`src/scrollField_params.svh`:
```
`ifndef SCROLL_FIELD_PARAMS_SVH
`define SCROLL_FIELD_PARAMS_SVH

// ============================================================
// word widths
// ============================================================
`define SCROLL_COORD_W 10
`define SCROLL_COLOR_W 4
`define SCROLL_LEVEL_W 3

// ============================================================
// lane field layout
// ============================================================
`define SCROLL_NUM_LANES 6
`define SCROLL_BARS_PER_LANE 4

// every lane offset wraps here
`define SCROLL_SCREEN_W 640

// one grid row, also the height of every bar
`define SCROLL_ROW_H 12

// long bars in lanes 0 to 4
`define SCROLL_BAR_W 128

// short bars of the last lane
`define SCROLL_SMALL_BAR_W 12

// player is a square of this side
`define SCROLL_PLAYER_SIZE 12

`endif
```
`src/scrollPkg.sv`:
```
`default_nettype none

`include "scrollField_params.svh"

package scrollPkg;

    typedef logic [`SCROLL_COORD_W-1:0] coord_t;
    typedef logic [`SCROLL_COLOR_W-1:0] color_t;

    typedef struct packed {
        coord_t hPos;
        coord_t vPos;
        color_t color;
    } playerState_t;

    typedef struct packed {
        logic   visible;
        coord_t offset;
    } laneState_t;

    typedef laneState_t [`SCROLL_NUM_LANES-1:0] laneArray_t;

    // ============================================================
    // lane table
    // ============================================================

    // pixels per btnClk tick with the last lane standing still
    function automatic coord_t laneSpeed(input int lane);
        case (lane)
            0, 2, 4: return coord_t'(2);
            1, 3:    return coord_t'(1);
            default: return '0;
        endcase
    endfunction

    // top pixel row of a lane
    function automatic coord_t laneTop(input int lane);
        int row;
        case (lane)
            0:       row = 5;
            1:       row = 10;
            2:       row = 17;
            3:       row = 22;
            4:       row = 29;
            default: row = 34;
        endcase
        return coord_t'(row * `SCROLL_ROW_H);
    endfunction

    // unscrolled left edge of a bar
    // short bars sit packed after one long bar slot
    function automatic coord_t barBase(input int lane, input int bar);
        if (lane == `SCROLL_NUM_LANES - 1) begin
            return coord_t'(`SCROLL_BAR_W + `SCROLL_SMALL_BAR_W * (bar + 1));
        end
        return coord_t'(`SCROLL_BAR_W * (bar + 1));
    endfunction

    function automatic coord_t barWidth(input int lane);
        if (lane == `SCROLL_NUM_LANES - 1) begin
            return coord_t'(`SCROLL_SMALL_BAR_W);
        end
        return coord_t'(`SCROLL_BAR_W);
    endfunction

    // bars run red, cyan, yellow and magenta
    // the last short bar is red again
    function automatic color_t barColor(input int lane, input int bar);
        if (lane == `SCROLL_NUM_LANES - 1 && bar == `SCROLL_BARS_PER_LANE - 1) begin
            return color_t'(2);
        end
        return color_t'(bar + 2);
    endfunction

endpackage

`default_nettype wire

```
`src/scrollTop.sv`:
```
`timescale 1ns/1ps
`default_nettype none

`include "scrollField_params.svh"

module scrollTop (
    input  wire logic                      btnClk,
    input  wire logic                      arstN_i,
    input  wire logic [`SCROLL_LEVEL_W-1:0] level_i,
    input  wire scrollPkg::playerState_t    player_i,
    output scrollPkg::laneArray_t          lanes_o,
    output logic                           hit_o
);

    import scrollPkg::*;

    // lane state shared by the collision logic and the output
    laneArray_t lanes;

    // ============================================================
    // lane producer
    // ============================================================
    laneField uLaneField (
        .btnClk  (btnClk),
        .arstN_i (arstN_i),
        .level_i (level_i),
        .lanes_o (lanes)
    );

    // ============================================================
    // collision consumer
    // ============================================================
    collisionCheck uCollisionCheck (
        .btnClk   (btnClk),
        .arstN_i  (arstN_i),
        .lanes_i  (lanes),
        .player_i (player_i),
        .hit_o    (hit_o)
    );

    assign lanes_o = lanes;

endmodule

`default_nettype wire

```
`src/collisionCheck.sv`:
```
`timescale 1ns/1ps
`default_nettype none

`include "scrollField_params.svh"

module collisionCheck (
    input  wire logic                   btnClk,
    input  wire logic                   arstN_i,
    input  wire scrollPkg::laneArray_t   lanes_i,
    input  wire scrollPkg::playerState_t player_i,
    output logic                        hit_o
);

    import scrollPkg::*;

    localparam int NUM_LANES = `SCROLL_NUM_LANES;
    localparam int NUM_BARS  = `SCROLL_BARS_PER_LANE;

    // one spare bit so edges past the screen do not wrap
    typedef logic [`SCROLL_COORD_W:0] wideCoord_t;

    localparam wideCoord_t SCREEN_W    = wideCoord_t'(`SCROLL_SCREEN_W);
    localparam wideCoord_t ROW_H       = wideCoord_t'(`SCROLL_ROW_H);
    localparam wideCoord_t PLAYER_SIZE = wideCoord_t'(`SCROLL_PLAYER_SIZE);

    wideCoord_t playerLeft;
    wideCoord_t playerRight;
    wideCoord_t playerTop;
    wideCoord_t playerBottom;

    logic [NUM_LANES*NUM_BARS-1:0] barHit;

    // ============================================================
    // player box
    // ============================================================
    assign playerLeft   = {1'b0, player_i.hPos};
    assign playerTop    = {1'b0, player_i.vPos};
    assign playerRight  = playerLeft + PLAYER_SIZE;
    assign playerBottom = playerTop + PLAYER_SIZE;

    // ============================================================
    // bar boxes and per bar hit
    // ============================================================
    for (genvar l = 0; l < NUM_LANES; l++) begin : gLane
        for (genvar b = 0; b < NUM_BARS; b++) begin : gBar

            localparam wideCoord_t BASE  = wideCoord_t'(barBase(l, b));
            localparam wideCoord_t WIDTH = wideCoord_t'(barWidth(l));
            localparam wideCoord_t TOP   = wideCoord_t'(laneTop(l));
            localparam color_t     COLOR = barColor(l, b);

            wideCoord_t sum;
            wideCoord_t left;
            wideCoord_t right;
            logic       hOverlap;
            logic       vOverlap;

            // base and offset both stay below the screen width so one subtract wraps
            assign sum   = BASE + {1'b0, lanes_i[l].offset};
            assign left  = (sum >= SCREEN_W) ? sum - SCREEN_W : sum;
            assign right = left + WIDTH;

            // the span is not wrapped and may run past the right border
            assign hOverlap = (playerLeft < right) && (left < playerRight);
            assign vOverlap = (playerTop < TOP + ROW_H) && (TOP < playerBottom);

            // same color as the bar is a safe landing
            assign barHit[l*NUM_BARS + b] = lanes_i[l].visible && hOverlap && vOverlap
                                            && (player_i.color != COLOR);
        end
    end

    // ============================================================
    // hit register
    // ============================================================
    always_ff @(posedge btnClk or negedge arstN_i) begin
        if (!arstN_i) begin
            hit_o <= 1'b0;
        end else begin
            hit_o <= |barHit;
        end
    end

endmodule

`default_nettype wire

```
`src/laneField.sv`:
```
`timescale 1ns/1ps
`default_nettype none

`include "scrollField_params.svh"

module laneField (
    input  wire logic                      btnClk,
    input  wire logic                      arstN_i,
    input  wire logic [`SCROLL_LEVEL_W-1:0] level_i,
    output scrollPkg::laneArray_t          lanes_o
);

    import scrollPkg::*;

    localparam int     NUM_LANES = `SCROLL_NUM_LANES;
    localparam int     LAST_LANE = NUM_LANES - 1;
    localparam coord_t SCREEN_W  = coord_t'(`SCROLL_SCREEN_W);

    logic [NUM_LANES-1:0] visible;

    // ============================================================
    // level decode
    // ============================================================

    // level L shows lanes 0..L
    // levels past the last lane fall back to lane 1 alone
    always_comb begin
        for (int n = 0; n < NUM_LANES; n++) begin
            if (level_i <= LAST_LANE) begin
                visible[n] = (n <= level_i);
            end else begin
                visible[n] = (n == 1);
            end
        end
    end

    // ============================================================
    // per lane offset counters
    // ============================================================

    for (genvar n = 0; n < NUM_LANES; n++) begin : gLane

        localparam coord_t SPEED = laneSpeed(n);

        coord_t offset;
        coord_t stepped;

        // offset stays below the screen width so one step never overflows the word
        assign stepped = offset + SPEED;

        always_ff @(posedge btnClk or negedge arstN_i) begin
            if (!arstN_i) begin
                offset <= '0;
            end else if (stepped >= SCREEN_W) begin
                offset <= stepped - SCREEN_W;
            end else begin
                offset <= stepped;
            end
        end

        // counters run even while the lane is hidden
        assign lanes_o[n] = '{visible: visible[n], offset: offset};

    end

endmodule

`default_nettype wire

```
`config.mk`:
```
export PLATFORM = sky130hd
export DESIGN_NAME = scrollTop
export DESIGN_NICKNAME = d
export VERILOG_FILES = /design/src/scrollPkg.sv /design/src/scrollTop.sv /design/src/collisionCheck.sv /design/src/laneField.sv
export VERILOG_INCLUDE_DIRS = /design/src /design/src/src
export SDC_FILE = /design/constraint.sdc
export NUM_CORES = 1
export LEC_CHECK = 0
export ABC_AREA = 1
export BUFFER_PORTS_ARGS = -buffer_cell sky130_fd_sc_hd__clkbuf_2
export CAP_MARGIN = 20
export CORE_MARGIN = 4
export CORE_UTILIZATION = 60
export DETAILED_ROUTE_END_ITERATION = 6
export GPL_TIMING_DRIVEN = 1
export HOLD_SLACK_MARGIN = 0.06
export PLACE_DENSITY = 0.8
export SYNTH_ARGS = -nofsm -noshare
export SYNTH_HDL_FRONTEND = slang
export SYNTH_SLANG_ARGS = --single-unit
export TNS_END_PERCENT = 10
```
`constraint.sdc`:
```
create_clock -name btnClk -period 3.99 [get_ports btnClk]
set_input_delay 0.798 -clock btnClk [delete_from_list [all_inputs] [get_ports btnClk]]
set_output_delay 0.798 -clock btnClk [all_outputs]
set_load 0.01 [all_outputs]
```
* Word-level counts from Yosys, hierarchy flattened
Cells that the tools add are included.
Word-level totals: flip-flop bits (word level) 61, latch bits 0, memory bits (writable) 0, bits in read-only memories 0, logic and storage cells 330, memories 0
Cells by class: add/sub/neg operators 85, multipliers 0, divide/modulo/power cells 0, order comparisons 96, eq/ne operators 4, shifts and indexed selects 0, multiplexer cells 35, bitwise gates (word level) 0, reductions and logical operators 103
Operators by type and width (count):
- $ge A11 B10 Y1 const B | 24
- $lt A10 B11 Y1 | 24
- $lt A11 B11 Y1 | 24
- $mux W11 | 24
- $sub A11 B10 Y11 const B | 24
- $add A11 B8 Y11 const B | 20
- $add A9 B10 Y11 const A | 10
- $logic_and A1 B1 Y1 | 102
- $add A8 B10 Y11 const A | 9
- $ge A10 B10 Y1 const B | 6
- $sub A10 B10 Y10 const B | 6
- $add A10 B10 Y11 const A | 5
- $mux W10 | 5
- $add A11 B4 Y11 const B | 4
- $lt A9 B11 Y1 const A | 3
- $add A10 B2 Y10 const B | 3
- $lt A10 B9 Y1 const B | 3
- $reduce_or A24 Y1 | 1
- $add A10 B4 Y11 const B | 2
- $add A10 B1 Y10 const B | 2
- $lt A10 B8 Y1 const B | 2
- $lt A6 B11 Y1 const A | 1
- $lt A7 B11 Y1 const A | 1
- $lt A8 B11 Y1 const A | 1
- 8 further kinds | 17

* Longest topological paths before layout
Gate-level depths: netlist (run 1).
word-level depth 10, depth in mapped cells 28, mapped depth without buffers 27

* Cells and area by module
Synthesis (run 1) repeated with hierarchy kept, for this count alone.
Second synthesis, totals: cells, all modules 2492, area total of the unflattened synthesis 15459.8 µm²
By module, submodules not included:
- collisionCheck | instances 1, cells each 2097, area each 12365.6 µm², sequential area each 25.0 µm²
- laneField | instances 1, cells each 395, area each 3094.2 µm², sequential area each 1251.2 µm²

* Worst setup path before layout (run 1)
OpenSTA, ideal clock, no wires.
kind input-to-reg, start input player_i[16] (netlist bit), end register uCollisionCheck.hit_o, arrival time 3.544 ns, required time 3.925 ns, path slack 0.381 ns, stages on the path 21, path buffers 0, cell sequence inv_1 ha_1 nor2_1 nand2_1 nor2_1 nand2_1 xor2_1 ha_1 nand3_1 nand3_1 inv_1 nand2_1 a21oi_1 nand3_1 nand2_1 nand3_1 nand2_1 nand3_1 nand2_1 nor2_1 nand2_1
Between the ends: longest elaborated chain between the ends 7, elaborated cells between the ends (all ways) 146, those cells by class add/sub: 1; order compare: 48; reduce/logical: 97
RTL lines:
- start, declared | line scrollTop.sv:10 | input wire scrollPkg::playerState_t player_i,
- $add A10 B4 Y11 | line collisionCheck.sv:38 | assign playerRight = playerLeft + PLAYER_SIZE;
- $lt A11 B11 Y1 | line collisionCheck.sv:64 | assign hOverlap = (playerLeft < right) && (left < playerRight);
- $logic_and A1 B1 Y1 | line collisionCheck.sv:64
- $logic_and A1 B1 Y1 (2 in a row) | line collisionCheck.sv:68 | assign barHit[l*NUM_BARS + b] = lanes_i[l].visible && hOverlap && vOverlap
- $logic_and A1 B1 Y1 | line collisionCheck.sv:69 | && (player_i.color != COLOR);
- $reduce_or A24 Y1 * | line collisionCheck.sv:80 | hit_o <= |barHit;
- end signal, assigned | line collisionCheck.sv:80
- end, declared | line collisionCheck.sv:11 | output logic hit_o
Mark *: on every way between the ends. The rest lies on a longest branch, timed or not. A chain may end at the register's enable or synchronous reset.

* Worst setup path after layout (run 1)
start register uLaneField.gLane[3].offset[8], end register uCollisionCheck.hit_o
Between the ends: longest elaborated chain between the ends 10, elaborated cells between the ends (all ways) 45, those cells by class add/sub: 12; order compare: 12; mux: 4; reduce/logical: 17
RTL lines:
- start, declared | line laneField.sv:45 | coord_t offset;
- start signal, assigned | line laneField.sv:55 | offset <= stepped - SCREEN_W;
- start signal, assigned | line laneField.sv:57 | offset <= stepped;
- $add A8 B10 Y11, or another cell as far along | line collisionCheck.sv:59 | assign sum = BASE + {1'b0, lanes_i[l].offset};
- $sub A11 B10 Y11 or $ge A11 B10 Y1 (tied branches) | line collisionCheck.sv:60 | assign left = (sum >= SCREEN_W) ? sum - SCREEN_W : sum;
- $mux W11 | line collisionCheck.sv:60
- $add A11 B8 Y11 | line collisionCheck.sv:61 | assign right = left + WIDTH;
- $lt A10 B11 Y1 | line collisionCheck.sv:64
- $logic_and A1 B1 Y1 | line collisionCheck.sv:64
- $logic_and A1 B1 Y1 (2 in a row) | line collisionCheck.sv:68
- $logic_and A1 B1 Y1 | line collisionCheck.sv:69
- $reduce_or A24 Y1 * | line collisionCheck.sv:80
Marks and branches as above.

==> results of run 1 <==
## layer usage
metal,track usage (%),vias up
met3,3.17,84
met4,11.3,0
met2,51.1,329
li1,-,6221
met5,0,-
met1,37.2,5561
## power groups by stage
stage,combinational (mW),sequential [mW],clock (mW)
floorplan,0.325,0.530,0
global placement,0.488,0.530,0
detailed placement,0.505,0.530,0
CTS,0.508,0.520,0.479
global route,0.586,0.520,0.497
finish,0.512,0.520,0.471
## sequential cells by signal, summed over array words and instances, names as in the netlist
name and cells:
uCollisionCheck.hit_o 1, uLaneField.gLane.offset 50
## area by class of cell
cell class / count / area, µm² / share of cell area, %
clock buffers: 5 / 125 / 0.937
clock inverters: 3 / 26.3 / 0.197
inverters: 336 / 1260 / 9.47
multi-input cells: 1499 / 9690 / 72.6
flip-flops and latches: 51 / 1280 / 9.57
well taps: 270 / 338 / 2.53
repair buffers: 112 / 628 / 4.71
## layout by cell type, fill, tap and decap left out, drive strengths merged, types with 2 or more instances in the layout
cell / instances
nand2: 591
conb: 10
nor3: 19
dfrtp: 51
nand3b: 2
o211ai: 5
xnor2: 13
or2: 2
nand3: 149
o21ai: 44
buf: 27
a21o: 7
nor2: 144
o21bai: 8
xor2: 76
inv: 338
a31oi: 4
nand4: 29
clkbuf: 90
a21boi: 6
o311ai: 2
fa: 5
o21a: 2
a21oi: 68
o31ai: 2
ha: 300
mux2i: 2
## worst max path at each step
| stage | startpoint | to | slack [ns] | depth (start not counted) |
|---|---|---|---|---|
| 2_1_floorplan | player_i[16] | uCollisionCheck.hit_o | 0.38 | 21 |
| 3_3_place_gp | uLaneField.gLane[1].offset[8] | uCollisionCheck.hit_o | 0.33 | 27 |
| 3_5_place_dp | uLaneField.gLane[1].offset[8] | uCollisionCheck.hit_o | 0.29 | 27 |
| 4_1_cts | uLaneField.gLane[1].offset[8] | uCollisionCheck.hit_o | 0.25 | 27 |
| 5_1_grt | uLaneField.gLane[3].offset[8] | uCollisionCheck.hit_o | 0.009 | 25 |
| 6_report | uLaneField.gLane[3].offset[8] | uCollisionCheck.hit_o | 0.29 | 25 |
## kinds of logic after synthesis
group                      synth area share (%)
and+or+nand+nor                            33.2
AOI/OAI and AO/OA                          7.19
buffers and inverters                      11.3
xor gates and xnor gates                   6.40
DFF                                        10.4
muxes                                     0.163
adders and majority gates                  31.3
other                                    0.0305
## timing repair
action,4_1_cts,5_1_grt
resized for setup,0,1
setup endpoints to repair,0,1
hold endpoints to repair,0,0
==> results.py, run 1 <==
metrics = {
    "synth": {
        "syn_inst": 1893,
        "synthDistinctLibCells": 53,
        "synth_common_cells": "nand2_1, inv_1, ha_1, nand3_1, nor2_1",
        "synth-main-ff-cell": "dfrtp_1",
        "ys_ff_latch": 51,
        "yosysWarnings": 0,
        "synth.avg_cell_area_um2": 6.50,
        "ys_async_sr_fraction_pct": 100,
        "post-synth-top-count-cell": "nand2_1",
        "syn_area_um2": 12300,
        "seq_area_frac_synth_pct": 10.4,
        "synth_edf_count": 0,
        "synth_top_area_share_pct": 30.5,
        "yosys.area.top_type": "ha_1",
        "synth.area.top_cells": "ha_1, nand2_1, dfrtp_1",
    },
    "die": {
        "die_h_um": 151,
        "die-area_um2": 22800,
        "rows": 52,
        "core_region_area_um2": 20200,
        "start_util_pct": 61.0,
        "pin_count": 96,
        "die_w_um": 151,
    },
    "routing": {
        "drt-initial-drc-count": 785,
        "vias_per_cell": 5.36,
        "vias": 12200,
        "wl_met2_mm": 15.5,
        "wl_met1_mm": 14.3,
        "wirelength_mm": 33.0,
        "wl_per_cell_um": 14.5,
        "firstDrtPassIters": 6,
        "drc": 0,
        "dr_wl_met3_mm": 1.85,
        "postRouteAntennaNets": 0,
        "highest_layer": "met4",
    },
    "critical_path": {
        "cpMostUsedCell": "nand2_1",
        "crit_fanout": 9,
        "critPathKind": "register to register",
        "r2r-end": "uCollisionCheck.hit_o",
        "slowest_stage": "dfrtp_1",
        "r2r_start": "uLaneField.gLane[3].offset[8]",
        "worst_ep_arrival_time_ns": 3.89,
        "cp.required_ns": 4.19,
        "path_delay_family": "simple AND/OR/NAND/NOR gates",
        "r2r_slack_ns": 0.29,
        "end_kind": "register",
        "start_kind": "register",
        "reg2reg_depth": 25,
        "cpPeakStageDelay_ns": 0.55,
        "path_buf_inv": 4,
    },
    "clocking": {
        "cts_setup_buffers": 0,
        "cts_made_buffers": 5,
        "insertion_delay_ns": 0.31,
        "hold_buffers": 0,
        "cts_max_level": 2,
        "cts_sinks": 51,
        "root_buffer": "clkbuf_16",
        "clock_path_buffers": 2,
        "cts_tree": "built",
        "cts.clk_slew.worst_paths_ns": 0.09,
    },
    "placement": {
        "placed_area_um2": 13200,
        "io_buffers": 85,
        "dpl.cell_count": 2268,
        "gp_congestion": 1.00,
        "dp_hpwl_mm": 26.8,
        "post-place-ws_ns": 0.289,
    },
    "outcome": {
        "status": "complete, no violations",
    },
    "sta": {
        "slew_viol_final": 0,
        "hold_violations": 0,
        "tightest_slew_ns": 0.912,
        "hold_slack_ns": 0.532,
        "fin_crit_sh_pct": 92.7,
        "relSlewSlack_pct": 39.0,
        "rsz0062_at_grt": "no",
        "fin_skew_ns": 0.0122,
        "setup_violations": 0,
        "fmax_mhz": 270,
        "layout_setup_ws_ns": 0.291,
        "tns_ns": 0,
        "period_needed_ns": 3.70,
    },
    "cells_and_area": {
        "fill_cells": 1887,
        "layout-drive-gt1-share_pct": 10.5,
        "final_nets": 2339,
        "final_util_pct": 66.2,
        "final_cells": 2276,
        "fin_area_um2": 13300,
        "diodes": 0,
        "area_growth_syn_to_layout_pct": 8.55,
    },
    "power_and_ir_drop": {
        "pwr-share-clk_pct": 31.3,
        "cellPowerDensity_nw_per_um2": 113,
        "power_mw": 1.50,
        "peakVddDrop_v": 0.000162,
        "swShare_pct": 37.7,
        "power.switching_mw": 0.567,
        "power.leakage_nw": 8.02,
        "p_int_mw": 0.936,
        "power.share.sequential_pct": 34.6,
        "combPwrFrac_pct": 34.1,
    },
    "grt": {
        "grt_max_degree": 27,
        "grt_pass1_wl_mm": 54.1,
        "antenna_found_initial": 0,
        "grt_pass1_vias": 11400,
        "grt_usage_pct": 29.3,
        "grt_remaining_overflow": 0,
    },
    "worst_hold_path": {
        "min_path_type": "input port to asynchronous set/reset pin",
    },
    "job": {
        "drv_cap": 0,
    },
}
Note: power is estimated with default switching activity, not from simulation.
==> run 2: changes to the inputs <==
- MAX_ROUTING_LAYER: default -> met4
==> results.py, run 2 (synthesis results as in run 1) <==
metrics = {
    "cells_and_area": {
        "regMostFlops": "uLaneField.gLane.offset",
        "fill_cells": 1846,
        "final_nets": 2340,
        "final_cell_mix": "nand2_1, inv_1, ha_1, nand3_1, nor2_1",
        "reg.largest.list": "uLaneField.gLane.offset x50, uCollisionCheck.hit_o x1",
        "layout-drive-gt1-share_pct": 10.6,
        "diodes": 0,
        "largest_reg_flops": 50,
        "seqCellArea_um2": 1280,
        "final_common_cell": "nand2_1",
        "multi_input_area_um2": 9690,
        "fin_area_um2": 13400,
        "area_growth_syn_to_layout_pct": 8.62,
    },
    "power_and_ir_drop": {
        "power.leakage_nw": 8.02,
        "cellPowerDensity_nw_per_um2": 113,
        "peakVddDrop_v": 0.000141,
    },
    "die": {
        "die_w_um": 151,
        "die-area_um2": 22800,
        "core_region_area_um2": 20200,
        "die_h_um": 151,
        "start_util_pct": 61.0,
        "rows": 52,
        "pin_count": 96,
    },
    "routing": {
        "vias": 12100,
        "drt-initial-drc-count": 690,
        "drc": 0,
        "postRouteAntennaNets": 0,
        "wl_per_cell_um": 14.3,
        "wirelength_mm": 32.7,
        "firstDrtPassIters": 5,
        "vias_per_cell": 5.33,
    },
    "clocking": {
        "insertion_delay_ns": 0.32,
        "clock_path_buffers": 2,
        "cts_sinks": 51,
        "cts_resized": 0,
        "cts_made_buffers": 5,
        "cts_tree": "built",
        "cts_setup_buffers": 0,
        "cts_max_level": 2,
        "cts.clk_slew.worst_paths_ns": 0.09,
        "hold_buffers": 0,
        "root_buffer": "clkbuf_16",
    },
    "sta": {
        "hold_violations": 0,
        "relSlewSlack_pct": 28.6,
        "tns_ns": 0,
        "fin_crit_sh_pct": 91.2,
        "fin_skew_ns": 0.0178,
        "slew_viol_final": 0,
        "fmax_mhz": 275,
        "period_needed_ns": 3.64,
        "setup_violations": 0,
        "tightest_slew_ns": 1.07,
        "rsz0062_at_grt": "no",
    },
    "critical_path": {
        "crit_fanout": 8,
        "cpMostUsedCell": "nand2_1",
        "worst_ep_arrival_time_ns": 3.85,
        "critPathKind": "register to register",
        "cp.required_ns": 4.20,
        "end_kind": "register",
        "slowest_stage": "dfrtp_1",
        "start_kind": "register",
        "cpPeakStageDelay_ns": 0.51,
    },
    "grt": {
        "grt_max_degree": 28,
        "grt_pass1_vias": 11600,
        "met3_usage_pct": 2.81,
        "met2_usage_pct": 51.1,
        "grt_use_met1_pct": 37.7,
        "antenna_found_initial": 0,
        "grt_pass1_wl_mm": 54.9,
        "grt-busiest-layer": "met2",
        "grt_usage_pct": 30.4,
        "grt_remaining_overflow": 0,
    },
    "outcome": {
        "status": "complete, no violations",
    },
    "placement": {
        "io_buffers": 85,
        "dp_hpwl_mm": 26.7,
        "placed_area_um2": 13200,
        "gp_congestion": 1.04,
    },
    "worst_hold_path": {
        "min_path_type": "input port to asynchronous set/reset pin",
    },
    "job": {
        "drv_cap": 0,
    },
}
## run 2: changes by cell type in the layout (fill, tap and decap cells not counted)
cell,before,now
buf_4,27,28
clkinv_4,1,0
clkinvlp_4,0,1
ha_1,300,299
ha_2,0,1
## run 2: cell type report
| cell class | count | area share (%) |
|---|---|---|
| clock inverters | 3 | 0.187 |
| multi-input cells | 1499 | 72.6 |
| well taps | 270 | 2.53 |
| repair buffers | 113 | 4.76 |
| flip-flops and latches | 51 | 9.56 |
| inverters | 336 | 9.46 |
| clock buffers | 5 | 0.937 |
## run 2: per-layer routing
metal | vias up | part of all wire [%]
met5 | - | 0
met4 | 0 | 4.6
met3 | 97 | 4.8
met2 | 304 | 47
met1 | 5486 | 44
li1 | 6241 | -
## run 2: path summary, 6_finish.rpt
| path | from | to | slack [ns] | depth (start not counted) |
|---|---|---|---|---|
| min in group btnClk | uLaneField.gLane[0].offset[1] | uLaneField.gLane[0].offset[1] | 0.57 | 1 |
| worst max register to register | uLaneField.gLane[1].offset[8] | uCollisionCheck.hit_o | 0.35 | 27 |
| worst min register to register | uLaneField.gLane[0].offset[1] | uLaneField.gLane[0].offset[1] | 0.57 | 1 |
| worst min-delay path | arstN_i | uCollisionCheck.hit_o | 0.54 | 1 |
| worst max-delay path | uLaneField.gLane[1].offset[8] | uCollisionCheck.hit_o | 0.35 | 27 |
| max in group asynchronous | arstN_i | uLaneField.gLane[0].offset[1] | 2.59 | 2 |
## run 2: worst max-delay path, delay by kind of cell, from the launching register on
kind | cells | cell delay, ns
and+or+nand+nor | 19 | 1.43
DFF | 1 | 0.51
buffers and inverters | 4 | 0.46
adders and majority gates | 4 | 1.14
## run 2: where the power goes
| part | leakage (nW) | switching (mW) | internal (mW) |
|---|---|---|---|
| logic | 7.31 | 0.335 | 0.180 |
| registers | 0.637 | 0.00289 | 0.518 |
| clock network | 0.0708 | 0.231 | 0.238 |
| total | 8.02 | 0.569 | 0.936 |
## run 2: through the flow
stage | setup slack, ns | util, % | hold WS, ns | std cells | power (mW)
after floorplan | 0.381 | - | 0.502 | 1902 | 0.854
after global placement | 0.366 | 65.5 | 0.545 | 2269 | 1.02
after detailed placement | 0.322 | 65.5 | 0.558 | 2269 | 1.04
after CTS | 0.327 | 66.2 | 0.557 | 2277 | 1.51
after global routing | 0.0328 | 66.2 | 0.577 | 2277 | 1.61
final | 0.350 | 66.2 | 0.535 | 2277 | 1.51
